### src/hdl/octaPkg.sv
// Shared widths, data types and enums for opcodes, ALU ops, branch kinds and writeback select

package octaPkg;

  localparam int dataW    = 8;  // Register and ALU width
  localparam int instW    = 16; // Instruction word
  localparam int regAddrW = 3;  // Eight registers

  typedef logic [dataW-1:0]    dataT;
  typedef logic [instW-1:0]    instT;
  typedef logic [regAddrW-1:0] regAddrT;

  // Major opcode, instruction bits 2:0
  typedef enum logic [2:0] {
    opR     = 3'd0,
    opI     = 3'd1,
    opLoad  = 3'd2, // Not implemented, decodes as no-op
    opStore = 3'd3, // Not implemented, decodes as no-op
    opB     = 3'd4,
    opJ     = 3'd5,
    opU     = 3'd6, // Not implemented, decodes as no-op
    opRes   = 3'd7
  } opcodeE;

  // Order follows the R-type func field
  typedef enum logic [2:0] {
    aluAdd  = 3'd0,
    aluSub  = 3'd1,
    aluNand = 3'd2,
    aluNor  = 3'd3,
    aluSltu = 3'd4,
    aluSll  = 3'd5,
    aluSrl  = 3'd6,
    aluSra  = 3'd7
  } aluOpE;

  // Order follows the B-type func field
  typedef enum logic [2:0] {
    brEq    = 3'd0,
    brNe    = 3'd1,
    brLt    = 3'd2,
    brLtu   = 3'd3,
    brGe    = 3'd4,
    brGeu   = 3'd5,
    brNever = 3'd6
  } branchE;

  typedef enum logic {
    wbAlu  = 1'b0,
    wbLink = 1'b1 // Return address PC+1
  } wbSelE;

endpackage

### src/hdl/aluUnit.sv
// Operand selection and ALU built around a two-nibble carry-lookahead adder

`timescale 1ns/1ps

module aluUnit #(
  parameter int imemAddrW = 4
) (
  input  octaPkg::dataT        r1,
  input  octaPkg::dataT        r2,
  input  octaPkg::dataT        imm,
  input  logic [imemAddrW-1:0] pc,
  input  octaPkg::aluOpE       aluOp,
  input  logic                 useImm,
  input  logic                 aluSrcPc,
  output octaPkg::dataT        result
);

  // 4-bit lookahead block, returns {carry out, sum}
  function automatic logic [4:0] cla4(input logic [3:0] a, input logic [3:0] b,
                                      input logic cin);
    logic [3:0] p;
    logic [3:0] g;
    logic [4:0] c;
    p    = a ^ b;
    g    = a & b;
    c[0] = cin;
    c[1] = g[0] | (p[0] & cin);
    c[2] = g[1] | (p[1] & g[0]) | (p[1] & p[0] & cin);
    c[3] = g[2] | (p[2] & g[1]) | (p[2] & p[1] & g[0]) | (p[2] & p[1] & p[0] & cin);
    c[4] = g[3] | (p[3] & g[2]) | (p[3] & p[2] & g[1])
         | (p[3] & p[2] & p[1] & g[0]) | (p[3] & p[2] & p[1] & p[0] & cin);
    return {c[4], p ^ c[3:0]};
  endfunction

  octaPkg::dataT opA;
  octaPkg::dataT opB;
  octaPkg::dataT addB;
  logic          subMode;
  logic [4:0]    loNib;
  logic [4:0]    hiNib;

  assign opA     = aluSrcPc ? octaPkg::dataT'(pc) : r1;  // Zero-extended PC
  assign opB     = useImm ? imm : r2;
  assign subMode = (aluOp == octaPkg::aluSub) || (aluOp == octaPkg::aluSltu);
  assign addB    = subMode ? ~opB : opB;                 // Two's complement with cin
  assign loNib   = cla4(opA[3:0], addB[3:0], subMode);
  assign hiNib   = cla4(opA[7:4], addB[7:4], loNib[4]);

  always_comb begin
    case (aluOp)
      octaPkg::aluAdd,
      octaPkg::aluSub:  result = {hiNib[3:0], loNib[3:0]};
      octaPkg::aluNand: result = ~(opA & opB);
      octaPkg::aluNor:  result = ~(opA | opB);
      octaPkg::aluSltu: result = {7'd0, ~hiNib[4]};     // No carry out means A < B
      octaPkg::aluSll:  result = opA << opB[2:0];
      octaPkg::aluSrl:  result = opA >> opB[2:0];
      default:          result = $signed(opA) >>> opB[2:0];
    endcase
  end

endmodule

### src/hdl/branchCompare.sv
// Branch condition evaluation from a borrow-extended subtraction

`timescale 1ns/1ps

module branchCompare (
  input  octaPkg::dataT   r1,
  input  octaPkg::dataT   r2,
  input  octaPkg::branchE branchKind,
  output logic            condTrue
);

  logic [8:0] diff;
  logic       isEq;
  logic       isLtu;
  logic       isLt;

  assign diff  = {1'b0, r1} - {1'b0, r2};
  assign isEq  = (diff[7:0] == 8'd0);
  assign isLtu = diff[8];                               // Borrow out
  assign isLt  = (r1[7] ^ r2[7]) ? r1[7] : isLtu;       // Signs differ, negative one is less

  always_comb begin
    case (branchKind)
      octaPkg::brEq:  condTrue = isEq;
      octaPkg::brNe:  condTrue = ~isEq;
      octaPkg::brLt:  condTrue = isLt;
      octaPkg::brLtu: condTrue = isLtu;
      octaPkg::brGe:  condTrue = ~isLt;
      octaPkg::brGeu: condTrue = ~isLtu;
      default:        condTrue = 1'b0;
    endcase
  end

endmodule

### src/hdl/fetchUnit.sv
// Program counter, next-PC selection and loadable instruction memory

`timescale 1ns/1ps

module fetchUnit #(
  parameter int imemAddrW = 4
) (
  input  logic                 clk,
  input  logic                 rst,
  input  logic                 run,
  input  logic                 loadEn,
  input  logic [imemAddrW-1:0] loadAddr,
  input  octaPkg::instT        loadData,
  input  logic                 isBranch,
  input  logic                 isJump,
  input  logic                 condTrue,
  input  octaPkg::dataT        target,
  output logic [imemAddrW-1:0] pc,
  output logic [imemAddrW-1:0] pcNext,
  output octaPkg::instT        inst
);

  localparam int depth = 1 << imemAddrW;

  octaPkg::instT imem [depth];
  logic          takeTarget;

  // Program load only while the core is stopped
  always_ff @(posedge clk) begin
    if (loadEn && !run) begin
      imem[loadAddr] <= loadData;
    end
  end

  assign inst       = imem[pc];                     // Asynchronous read
  assign pcNext     = pc + imemAddrW'(1);
  assign takeTarget = isJump | (isBranch & condTrue);

  always_ff @(posedge clk or posedge rst) begin
    if (rst) begin
      pc <= '0;
    end else if (!run) begin
      pc <= '0;                                     // Restart from address 0
    end else begin
      pc <= takeTarget ? target[imemAddrW-1:0] : pcNext;
    end
  end

endmodule

### src/hdl/octaControl.sv
// Instruction field extraction, immediate generation and control decode

`timescale 1ns/1ps

module octaControl #(
  parameter int imemAddrW = 4
) (
  input  octaPkg::instT    inst,
  output octaPkg::regAddrT rs1,
  output octaPkg::regAddrT rs2,
  output octaPkg::regAddrT rd,
  output octaPkg::dataT    imm,
  output octaPkg::aluOpE   aluOp,
  output logic             useImm,
  output logic             aluSrcPc,
  output logic             isBranch,
  output logic             isJump,
  output octaPkg::branchE  branchKind,
  output logic             regWrite,
  output octaPkg::wbSelE   wbSel
);

  // Only the low PC-width bits of a jump offset reach the PC
  localparam octaPkg::dataT pcOffMask = octaPkg::dataT'((1 << imemAddrW) - 1);

  octaPkg::opcodeE opcode;
  logic [2:0]      func;
  octaPkg::dataT   iImm;
  octaPkg::dataT   bImm;
  octaPkg::dataT   jImm;

  assign opcode = octaPkg::opcodeE'(inst[2:0]);
  assign func   = inst[5:3];
  assign rd     = inst[8:6];
  assign rs1    = inst[11:9];
  assign rs2    = inst[14:12];

  assign iImm = {{5{inst[15]}}, inst[14:12]};  // Sign-extended 4 bits
  assign bImm = {{5{inst[15]}}, inst[8:6]};    // Branch offset in rd slot
  assign jImm = {1'b0, inst[15:9]};            // JAL offset, zero-extended

  always_comb begin
    imm        = iImm;
    aluOp      = octaPkg::aluAdd;
    useImm     = 1'b0;
    aluSrcPc   = 1'b0;
    isBranch   = 1'b0;
    isJump     = 1'b0;
    branchKind = octaPkg::brNever;
    regWrite   = 1'b0;
    wbSel      = octaPkg::wbAlu;
    case (opcode)
      octaPkg::opR: begin
        regWrite = 1'b1;
        aluOp    = octaPkg::aluOpE'(func);
      end
      octaPkg::opI: begin
        regWrite = 1'b1;
        useImm   = 1'b1;
        if (func == 3'd1) begin
          aluOp = octaPkg::aluAdd; // No SUBI, acts as ADDI
        end else begin
          aluOp = octaPkg::aluOpE'(func);
        end
      end
      octaPkg::opB: begin
        isBranch = 1'b1;
        aluSrcPc = 1'b1; // ALU forms PC + offset
        useImm   = 1'b1;
        imm      = bImm & pcOffMask;
        if (func >= 3'd6) begin
          branchKind = octaPkg::brNever;
        end else begin
          branchKind = octaPkg::branchE'(func);
        end
      end
      octaPkg::opJ: begin
        if (func == 3'd0) begin // JAL
          isJump   = 1'b1;
          regWrite = 1'b1;
          wbSel    = octaPkg::wbLink;
          aluSrcPc = 1'b1;
          useImm   = 1'b1;
          imm      = jImm & pcOffMask;
        end
      end
      default: begin
        regWrite = 1'b0; // Load, store, U-type and reserved do nothing
      end
    endcase
  end

endmodule

### src/hdl/octaCore.sv
// Core top level connecting control, fetch, register file, ALU, branch compare and writeback

`timescale 1ns/1ps

module octaCore #(
  parameter int imemAddrW = 4
) (
  input  logic                 clk,
  input  logic                 rst,
  input  logic                 run,
  input  logic                 loadEn,
  input  logic [imemAddrW-1:0] loadAddr,
  input  octaPkg::instT        loadData,
  output logic                 retireValid,
  output logic [imemAddrW-1:0] retirePc,
  output logic                 retireWrite,
  output octaPkg::regAddrT     retireReg,
  output octaPkg::dataT        retireData
);

  octaPkg::instT    inst;
  octaPkg::regAddrT rs1;
  octaPkg::regAddrT rs2;
  octaPkg::regAddrT rd;
  octaPkg::dataT    imm;
  octaPkg::aluOpE   aluOp;
  octaPkg::branchE  branchKind;
  octaPkg::wbSelE   wbSel;
  logic             useImm;
  logic             aluSrcPc;
  logic             isBranch;
  logic             isJump;
  logic             regWrite;
  logic             condTrue;
  octaPkg::dataT    r1;
  octaPkg::dataT    r2;
  octaPkg::dataT    aluResult;
  octaPkg::dataT    wdata;
  logic [imemAddrW-1:0] pc;
  logic [imemAddrW-1:0] pcNext;

  wire rfWrite = regWrite & run; // Registers only change on execute edges

  octaControl #(.imemAddrW(imemAddrW)) control0 (
    .inst(inst), .rs1(rs1), .rs2(rs2), .rd(rd), .imm(imm),
    .aluOp(aluOp), .useImm(useImm), .aluSrcPc(aluSrcPc),
    .isBranch(isBranch), .isJump(isJump), .branchKind(branchKind),
    .regWrite(regWrite), .wbSel(wbSel)
  );

  fetchUnit #(.imemAddrW(imemAddrW)) fetch0 (
    .clk(clk), .rst(rst), .run(run),
    .loadEn(loadEn), .loadAddr(loadAddr), .loadData(loadData),
    .isBranch(isBranch), .isJump(isJump), .condTrue(condTrue),
    .target(aluResult), .pc(pc), .pcNext(pcNext), .inst(inst)
  );

  regFile regs0 (
    .clk(clk), .rst(rst), .rs1(rs1), .rs2(rs2), .rd(rd),
    .regWrite(rfWrite), .wdata(wdata), .r1(r1), .r2(r2)
  );

  aluUnit #(.imemAddrW(imemAddrW)) alu0 (
    .r1(r1), .r2(r2), .imm(imm), .pc(pc), .aluOp(aluOp),
    .useImm(useImm), .aluSrcPc(aluSrcPc), .result(aluResult)
  );

  branchCompare cmp0 (
    .r1(r1), .r2(r2), .branchKind(branchKind), .condTrue(condTrue)
  );

  writeback #(.imemAddrW(imemAddrW)) wb0 (
    .clk(clk), .rst(rst), .run(run),
    .aluResult(aluResult), .pcNext(pcNext), .wbSel(wbSel),
    .regWrite(regWrite), .rd(rd), .pc(pc), .wdata(wdata),
    .retireValid(retireValid), .retirePc(retirePc), .retireWrite(retireWrite),
    .retireReg(retireReg), .retireData(retireData)
  );

endmodule

### src/hdl/regFile.sv
// Eight-entry register file, two read ports and one write port, r0 reads zero

`timescale 1ns/1ps

module regFile (
  input  logic             clk,
  input  logic             rst,
  input  octaPkg::regAddrT rs1,
  input  octaPkg::regAddrT rs2,
  input  octaPkg::regAddrT rd,
  input  logic             regWrite,
  input  octaPkg::dataT    wdata,
  output octaPkg::dataT    r1,
  output octaPkg::dataT    r2
);

  localparam int numRegs = 1 << octaPkg::regAddrW;

  octaPkg::dataT regs [numRegs];

  always_ff @(posedge clk or posedge rst) begin
    if (rst) begin
      regs <= '{default: '0};
    end else if (regWrite && (rd != '0)) begin
      regs[rd] <= wdata;                         // r0 never written
    end
  end

  // Index 0 is forced to zero on both read ports
  assign r1 = (rs1 == '0) ? '0 : regs[rs1];
  assign r2 = (rs2 == '0) ? '0 : regs[rs2];

endmodule

### src/hdl/writeback.sv
// Register write data select and registered retire trace

`timescale 1ns/1ps

module writeback #(
  parameter int imemAddrW = 4
) (
  input  logic                 clk,
  input  logic                 rst,
  input  logic                 run,
  input  octaPkg::dataT        aluResult,
  input  logic [imemAddrW-1:0] pcNext,
  input  octaPkg::wbSelE       wbSel,
  input  logic                 regWrite,
  input  octaPkg::regAddrT     rd,
  input  logic [imemAddrW-1:0] pc,
  output octaPkg::dataT        wdata,
  output logic                 retireValid,
  output logic [imemAddrW-1:0] retirePc,
  output logic                 retireWrite,
  output octaPkg::regAddrT     retireReg,
  output octaPkg::dataT        retireData
);

  assign wdata = (wbSel == octaPkg::wbLink) ? octaPkg::dataT'(pcNext) : aluResult;

  always_ff @(posedge clk or posedge rst) begin
    if (rst) begin
      retireValid <= 1'b0;
      retireWrite <= 1'b0;
    end else begin
      retireValid <= run;
      retireWrite <= run & regWrite & (rd != '0); // Real register update only
    end
  end

  // Trace payload
  always_ff @(posedge clk) begin
    if (run) begin
      retirePc   <= pc;
      retireReg  <= rd;
      retireData <= wdata;
    end
  end

endmodule

### config.mk
export PLATFORM = sky130hd
export DESIGN_NAME = octaCore
export DESIGN_NICKNAME = d
export VERILOG_FILES = /design/src/hdl/octaPkg.sv /design/src/hdl/aluUnit.sv /design/src/hdl/branchCompare.sv /design/src/hdl/fetchUnit.sv /design/src/hdl/octaControl.sv /design/src/hdl/octaCore.sv /design/src/hdl/regFile.sv /design/src/hdl/writeback.sv
export SDC_FILE = /design/constraint.sdc
export NUM_CORES = 1
export LEC_CHECK = 0
export BUFFER_PORTS_ARGS = -buffer_cell sky130_fd_sc_hd__buf_2
export CORE_MARGIN = 3
export CORE_UTILIZATION = 55
export DETAILED_ROUTE_END_ITERATION = 7
export GPL_ROUTABILITY_DRIVEN = 0
export GPL_TIMING_DRIVEN = 1
export MAX_ROUTING_LAYER = met4
export PLACE_DENSITY = 0.81
export RECOVER_POWER = 25
export SYNTH_ARGS = -nofsm -noshare
export SYNTH_HDL_FRONTEND = slang
export SYNTH_SLANG_ARGS = --single-unit
### constraint.sdc
create_clock -name clk -period 7.9 [get_ports clk]
set_input_delay 0.79 -clock clk [delete_from_list [all_inputs] [get_ports clk]]
set_output_delay 0.79 -clock clk [all_outputs]
set_load 0.01 [all_outputs]
# Word-level counts from Yosys, hierarchy flattened
# Memories as Yosys holds them, arrays and structs flattened.
# Cells that the tools add are included.
[word_totals] regBits=85 ram_bits=256 input_bits=24 out_inout_bits=17 word_cells=165 mem_count=1
[classes] add_sub_neg=2 n_lt_le_gt_ge=5 eq_ne=15 shift=3 n_mux=34 n_bitwise=75 reduce_logical=16
[mem_list] memory="fetch0.imem" words=16 word_bits=16 rd=1 rd_ports_with_merged_regs=0 wr=1 line="fetchUnit.sv:25" text="octaPkg::instT imem [depth];"
[ops] cell="$mux W8" count=12
[ops] cell="$bwmux W64" count=1
[ops] cell="$bmux W8 S3" count=2
[ops] cell="$pmux W8 S6" count=1
[ops] cell="$and A1 B1 Y1" count=35
[ops] cell="$demux W8 S3" count=1
[ops] cell="$not A8 Y8" count=3
[ops] cell="$eq A3 B3 Y1 const B" count=7
[ops] cell="$or A1 B1 Y1" count=21
[ops] cell="$logic_not A3 Y1" count=6
[ops] cell="$pmux W8 S2" count=1
[ops] cell="$xor A4 B4 Y4" count=4
[ops] cell="$eq A3 B1 Y1 const B" count=4
[ops] cell="$eq A3 B2 Y1 const B" count=4
[ops] cell="$ge A4 B4 Y1 const B" count=3
[ops] cell="$not A3 Y4" count=3
[ops] cell="$mux W3" count=3
[ops] cell="$sub A8 B8 Y9" count=1
[ops] cell="$and A4 B4 Y4" count=2
[ops] cell="$and A8 B8 Y8" count=1
[ops] cell="$logic_not A8 Y1" count=1
[ops] cell="$mux W4" count=2
[ops] cell="$or A8 B8 Y8" count=1
[ops] cell="$shl A8 B3 Y8" count=1
[ops] cell="16 further kinds" count=30

# Longest topological paths before layout
# An unclocked memory read counts as a cell.
[logic_depth] word_depth=21 mapped_depth=28 mapped_depth_nobuf=21

# Hierarchy
# From an unflattened synthesis, not the netlist that was laid out.
[unflattened] hier_cells=1019 area_unflattened_um2=16061.7
[by_module_without_submodules] module="fetchUnit" n_inst=1 cells_each=440 area_per_inst_um2=9985.8 seq_area_each_um2=7787.5
[by_module_without_submodules] module="regFile" n_inst=1 cells_each=233 area_per_inst_um2=3183.1 seq_area_each_um2=1401.3
[by_module_without_submodules] module="aluUnit" n_inst=1 cells_each=217 area_per_inst_um2=1532.7 seq_area_each_um2=0.0
[by_module_without_submodules] module="writeback" n_inst=1 cells_each=28 area_per_inst_um2=620.6 seq_area_each_um2=500.5
[by_module_without_submodules] module="branchCompare" n_inst=1 cells_each=61 area_per_inst_um2=442.9 seq_area_each_um2=0.0
[by_module_without_submodules] module="octaControl" n_inst=1 cells_each=39 area_per_inst_um2=290.3 seq_area_each_um2=0.0
[by_module_without_submodules] module="octaCore" n_inst=1 cells_each=1 area_per_inst_um2=6.3 seq_area_each_um2=0.0

# Worst setup path after synthesis
# Ideal clock, no wire load.
[synth_path] path_type="reg2reg" startpoint="reg fetch0.pc[0]" endpoint="reg wb0.retireData[5] (data pin)" setup_time_ns=0.258 arrival_time_ns=5.290 required_ns=7.642 setup_slack_ns=2.351 stages_incl_launch_ff=24 n_path_buf=3 synth_period_minus_slack_ns=5.549 path_cell_list="dfrtp_1 buf_6 buf_12 mux4_2 mux2_2 or2_4 nand2_4 a21oi_2 a221o_1 a221oi_2 buf_6 xnor2_1 ha_1 a21o_1 a21oi_1 o21ai_0 a21o_1 fa_1 xor2_1 a21oi_1 o211ai_1 a2111oi_0 a2111o_1 inv_1"
[synth_via] elab_chain_cells=20 word_cells_on_any_way=68 cone_classes="eq/ne: 10; shift: 3; mux: 21; bitwise: 25; reduce/logical: 8; memory: 1"
[synth_lines] element="start: declaration" line="fetchUnit.sv:18" text="output logic [imemAddrW-1:0] pc,"
[synth_lines] element="start signal: assignment" line="fetchUnit.sv:45" text="pc <= takeTarget ? target[imemAddrW-1:0] : pcNext;"
[synth_lines] element="$mem_v2 Z16 W16"
[synth_lines] element="$not A3 Y4 (not written as such)" line="regFile.sv:31" text="assign r2 = (rs2 == '0) ? '0 : regs[rs2];"
[synth_lines] element="$bmux W8 S3" line="regFile.sv:31"
[synth_lines] element="$mux W8 (not written as such) (2 in a row)" line="regFile.sv:31"
[synth_lines] element="$mux W8" line="regFile.sv:31"
[synth_lines] element="$mux W8" line="aluUnit.sv:43" text="assign opB = useImm ? imm : r2;"
[synth_lines] element="$not A8 Y8" line="aluUnit.sv:45" text="assign addB = subMode ? ~opB : opB;"
[synth_lines] element="$mux W8" line="aluUnit.sv:45"
[synth_lines] element="(+4 left out)"
[synth_lines] element="$or A1 B1 Y1 or $and A1 B1 Y1 (tied branches)" line="aluUnit.sv:31" text="| (p[3] & p[2] & p[1] & g[0]) | (p[3] & p[2] & p[1] & p[0] & cin);"
[synth_lines] element="$or A1 B1 Y1" line="aluUnit.sv:31"
[synth_lines] element="$and A1 B1 Y1" line="aluUnit.sv:27" text="c[1] = g[0] | (p[0] & cin);"
[synth_lines] element="$or A1 B1 Y1" line="aluUnit.sv:27"
[synth_lines] element="$xor A4 B4 Y4" line="aluUnit.sv:32" text="return {c[4], p ^ c[3:0]};"
[synth_lines] element="$pmux W8 S6" line="aluUnit.sv:50" text="case (aluOp)"
[synth_lines] element="$mux W8 (*)" line="writeback.sv:25" text="assign wdata = (wbSel == octaPkg::wbLink) ? octaPkg::dataT'(pcNext) : aluResult;"
[synth_lines] element="net regs0.wdata[5]" line="regFile.sv:12" text="input octaPkg::dataT wdata,"
[synth_lines] element="end signal: assignment" line="writeback.sv:42" text="retireData <= wdata;"
[synth_lines] element="end: declaration" line="writeback.sv:22" text="output octaPkg::dataT retireData"
# Mark *: on every way through the listed nets, which the timed path passes. The rest lies on a longest branch. The select of a mux whose other input is x is not followed.
# A chain may end at the register's enable or synchronous reset.

# Worst setup path in the final report
# Ends and elaborated chain as after synthesis.

==> impl_results.md <==
- Status: finished, final reports clean
- RSZ-0062 raised after global routing: no
- Die area: ~33,000 um^2
- Min-delay worst type: reg -> reg
- Crit-path cells: buf_4, mux4_1, o22ai_1, or2_2, or2_0, o22ai_1, a211o_1, o22ai_4, buf_4, inv_4, xnor2_1, ha_1, a21o_1, a21oi_1, o21ai_0, a21o_1, fa_1, xor2_1, a21oi_1, o211ai_1, a2111oi_0, a2111o_1, inv_1
- Crit path DAT: between 7 and 8 ns
- Clk buf depth: 3
- Synth warn: 0
- Yosys top cell area share: 47.87%
- Yosys top cell by area: edfxtp_1
- Pre-CTS WS: ~1.2 ns
- # resized after CTS: 0
- Post-synth EDFFs: ~270
- Final hold vios: 0
- PnR worst setup slack: around 1.0 ns
- Met3 wire length: between 4000 and 5000 um
- Gr ovfl total: 0
- Die X: ~180 um
- # setup viols final: 0
- CP peak stage delay: approximately 0.83 ns
- Multi-input gate area: 6779 um^2
- Worst Tran Pin Value: 1.303 ns
- Clock root buffer master: clkbuf_16
- Slowest-stage cell, CP: dfrtp_4
- Critical Path Sink Type: flop
- Highest metal layer with signal wires: met4
- Layout fillers: ~2,100
- Wire length on met1: 17,040 um
- H-Tree Level Count: 2
- Cells after Synth: ~1,200
- Core area: ~30,000 um^2
- Mapped Avg Cell Area: between 10 and 15 um^2
- Post-DP HPWL: a little under 30,000 um
- Cell Rows: 63
- Cell variety after synth: 104
- Die Ht: 181.8 um
- CTS Buf Count: 35
- Final slew viol count: 0
- Port buffer count: 40
- Req. time, crit path: about 8.2 ns
- Initial antenna violation count: 1
- Clock Skews: around 0.020 ns
- Post-synthesis sequential area ratio: a little under three fifths
- Vias/cell: about 6.8
- Rel. slew slack: about an eighth
- Setup bufs post-CTS: 0
- WP buf/inv: 4
- Syn-to-layout area delta: 10.37%
- WL met2: ~22,000 um
- Hold-fix buffers at CTS: 0
- Post-route ant nets: 0
- Synth top area cells: edfxtp_1 (48%), dfrtp_1 (9.6%), mux4_2 (5.7%), mux2i_1 (5.1%), mux2_2 (4.2%)
- Most frequent cells in the layout: edfxtp_1 (271), nand2_1 (95), mux2i_1 (86), mux2_2 (64)
- Largest net degree at the start of global routing: 66
- Crit Path Category: reg -> reg
- Commonest non-fill, non-tap cell in the layout: edfxtp_1
- DRC: 0
- All-Layer GR Usage: 27.87%
- WL final: around 45,000 um
- Max Cap Viol: 0
- Num Clock Sinks: roughly 340
- Tcrit/Tclk final: between 80% and 90%
- Vias in the first global route: 11,420
- CTS tree: yes
- Setup TNS: 0 ns
- DR pass1 iterations: 6
- Clk_lat worst skew: 0.53 ns
- Flops & latches, synth: 336
- Fraction of layout cells with a size suffix above 1: 23.05%
- Net Count, Synth: around 1,300
- Synthesized area: between 15,000 and 20,000 um^2
- Clock-pin slew on the worst setup and hold paths: 0.06 ns
- Worst setup SP type: flop
- Reg2reg start: fetch0.pc[0]$_DFF_PP0_
- Min Hold Slack: roughly 0.39 ns
- Primary FF master, synth: edfxtp_1
- Crit path from: fetch0.pc[0]$_DFF_PP0_
- First-pass GRT wire length: 68,850 um
- DRT iter0 DRCs: ~1,700
- Min cycle time layout: 6.860 ns
- CP max FO: 36
- I/O Pins: 41
- Async S/R FF share, synth: 19.35%
- Wirelength per Cell: approximately 27 um
- Crit path max-delay family: compound AO/OA/AOI/OAI gates
- Hold Crit Start: regs0.regs[62]$_DFFE_PP0P_
- Via Count: roughly 11,000
- Fmax: 145.8 MHz
- Register area: 9769 um^2
- Starting density of the core: between 50% and 60%
- Final nets: around 1,300
[state kept, by name, summed over array words and instances, names as in the netlist]
register         count
wb0.retireValid      1
wb0.retirePc         4
wb0.retireWrite      1
wb0.retireData       8
regs0.regs          59
wb0.retireReg        3
fetch0.pc            4
fetch0.imem        256
[through the flow]
stage | std cells | util, % | instance area, um^2
after CTS | 1674 | 62.53 | 18780
after global routing | 1675 | 62.48 | 18760
final | 1675 | 62.48 | 18760
after detailed placement | 1613 | 58.57 | 17590
after floorplan | 1208 | - | 17000
after global placement | 1613 | 58.57 | 17590
[cell type report]
class | count | share of cell area, %
Sequential cell | 336 | 52.06
Multi-Input combinational cell | 790 | 36.13
Clock buffer | 43 | 4.881
Tap cell | 390 | 2.601
Timing Repair Buffer | 73 | 2.367
Clock inverter | 18 | 1.454
Inverter | 24 | 0.4934
Antenna cell | 1 | 0.01334
[worst reg2reg max path, cell delays in order (launching register included)]
cell	delay [ns]
dfrtp_4	0.83
buf_4	0.46
mux4_1	0.62
o22ai_1	0.25
or2_2	0.30
or2_0	0.19
o22ai_1	0.11
a211o_1	0.34
o22ai_4	0.16
buf_4	0.29
inv_4	0.17
xnor2_1	0.17
ha_1	0.20
a21o_1	0.19
a21oi_1	0.12
o21ai_0	0.22
a21o_1	0.26
fa_1	0.43
xor2_1	0.17
a21oi_1	0.21
o211ai_1	0.15
a2111oi_0	0.35
a2111o_1	0.34
inv_1	0.08
[logic make-up (layout without fill, tap and decap cells)]
group | Yosys count | after routing | synth area share (%)
flip-flops | 336 | 336 | 57.43
AND/OR/NAND/NOR | 290 | 290 | 8.243
AO/OA/AOI/OAI | 247 | 247 | 11.25
multiplexers | 210 | 210 | 17.10
buffers and inverters | 82 | 158 | 3.179
adder cells (fa/ha/maj) | 23 | 23 | 1.774
XOR/XNOR | 20 | 20 | 1.030
other | 0 | 1 | 0
[path summary, 6_finish.rpt]
check                                                   end  slack [ns]  depth (start not counted)
worst max-delay path            wb0.retireData[5]$_DFFE_PP_        1.04                         23
worst min-delay path             regs0.regs[62]$_DFFE_PP0P_        0.39                          0
worst max register to register  wb0.retireData[5]$_DFFE_PP_        1.04                         23
worst min register to register   regs0.regs[62]$_DFFE_PP0P_        0.39                          0
max in group asynchronous            fetch0.pc[0]$_DFF_PP0_        6.75                          3
min in group asynchronous        regs0.regs[50]$_DFFE_PP0P_        0.52                          3
[per-layer routing]
| metal | global-route usage (%) | up-vias |
|---|---|---|
| met5 | - | - |
| met3 | 4.828 | 174 |
| met2 | 44.20 | 710 |
| met4 | 11.03 | 0 |
| li1 | - | 4871 |
| met1 | 36.18 | 5634 |
[synth_stat cells, types with 5 or more instances]
master    number
a211o_1        6
a211oi_1      13
a211oi_2       5
a21boi_0       5
a21o_1         8
a21oi_1       40
a221o_1        7
a221oi_1       5
a22oi_1       16
a31oi_1        5
and2_1        10
and3_1         6
buf_1          6
buf_2         12
buf_4          6
buf_6         14
clkbuf_1      12
dfrtp_1       65
edfxtp_1     271
ha_1          20
inv_1         21
mux2_2        64
mux2i_1       87
mux4_1         9
mux4_2        43
nand2_1       95
nand2b_1       9
nand3_1       21
nand4_1        6
nor2_1        75
nor2b_1       11
nor3_1        22
nor4_1         5
o211a_1        7
o211ai_1      10
o21ai_0       25
o21ai_1       12
o22ai_1       14
o41ai_1        7
xnor2_1       14
xor2_1         6
Power is not shown: default switching activity piles up to over one toggle a cycle in this logic, so the estimate is an artifact.
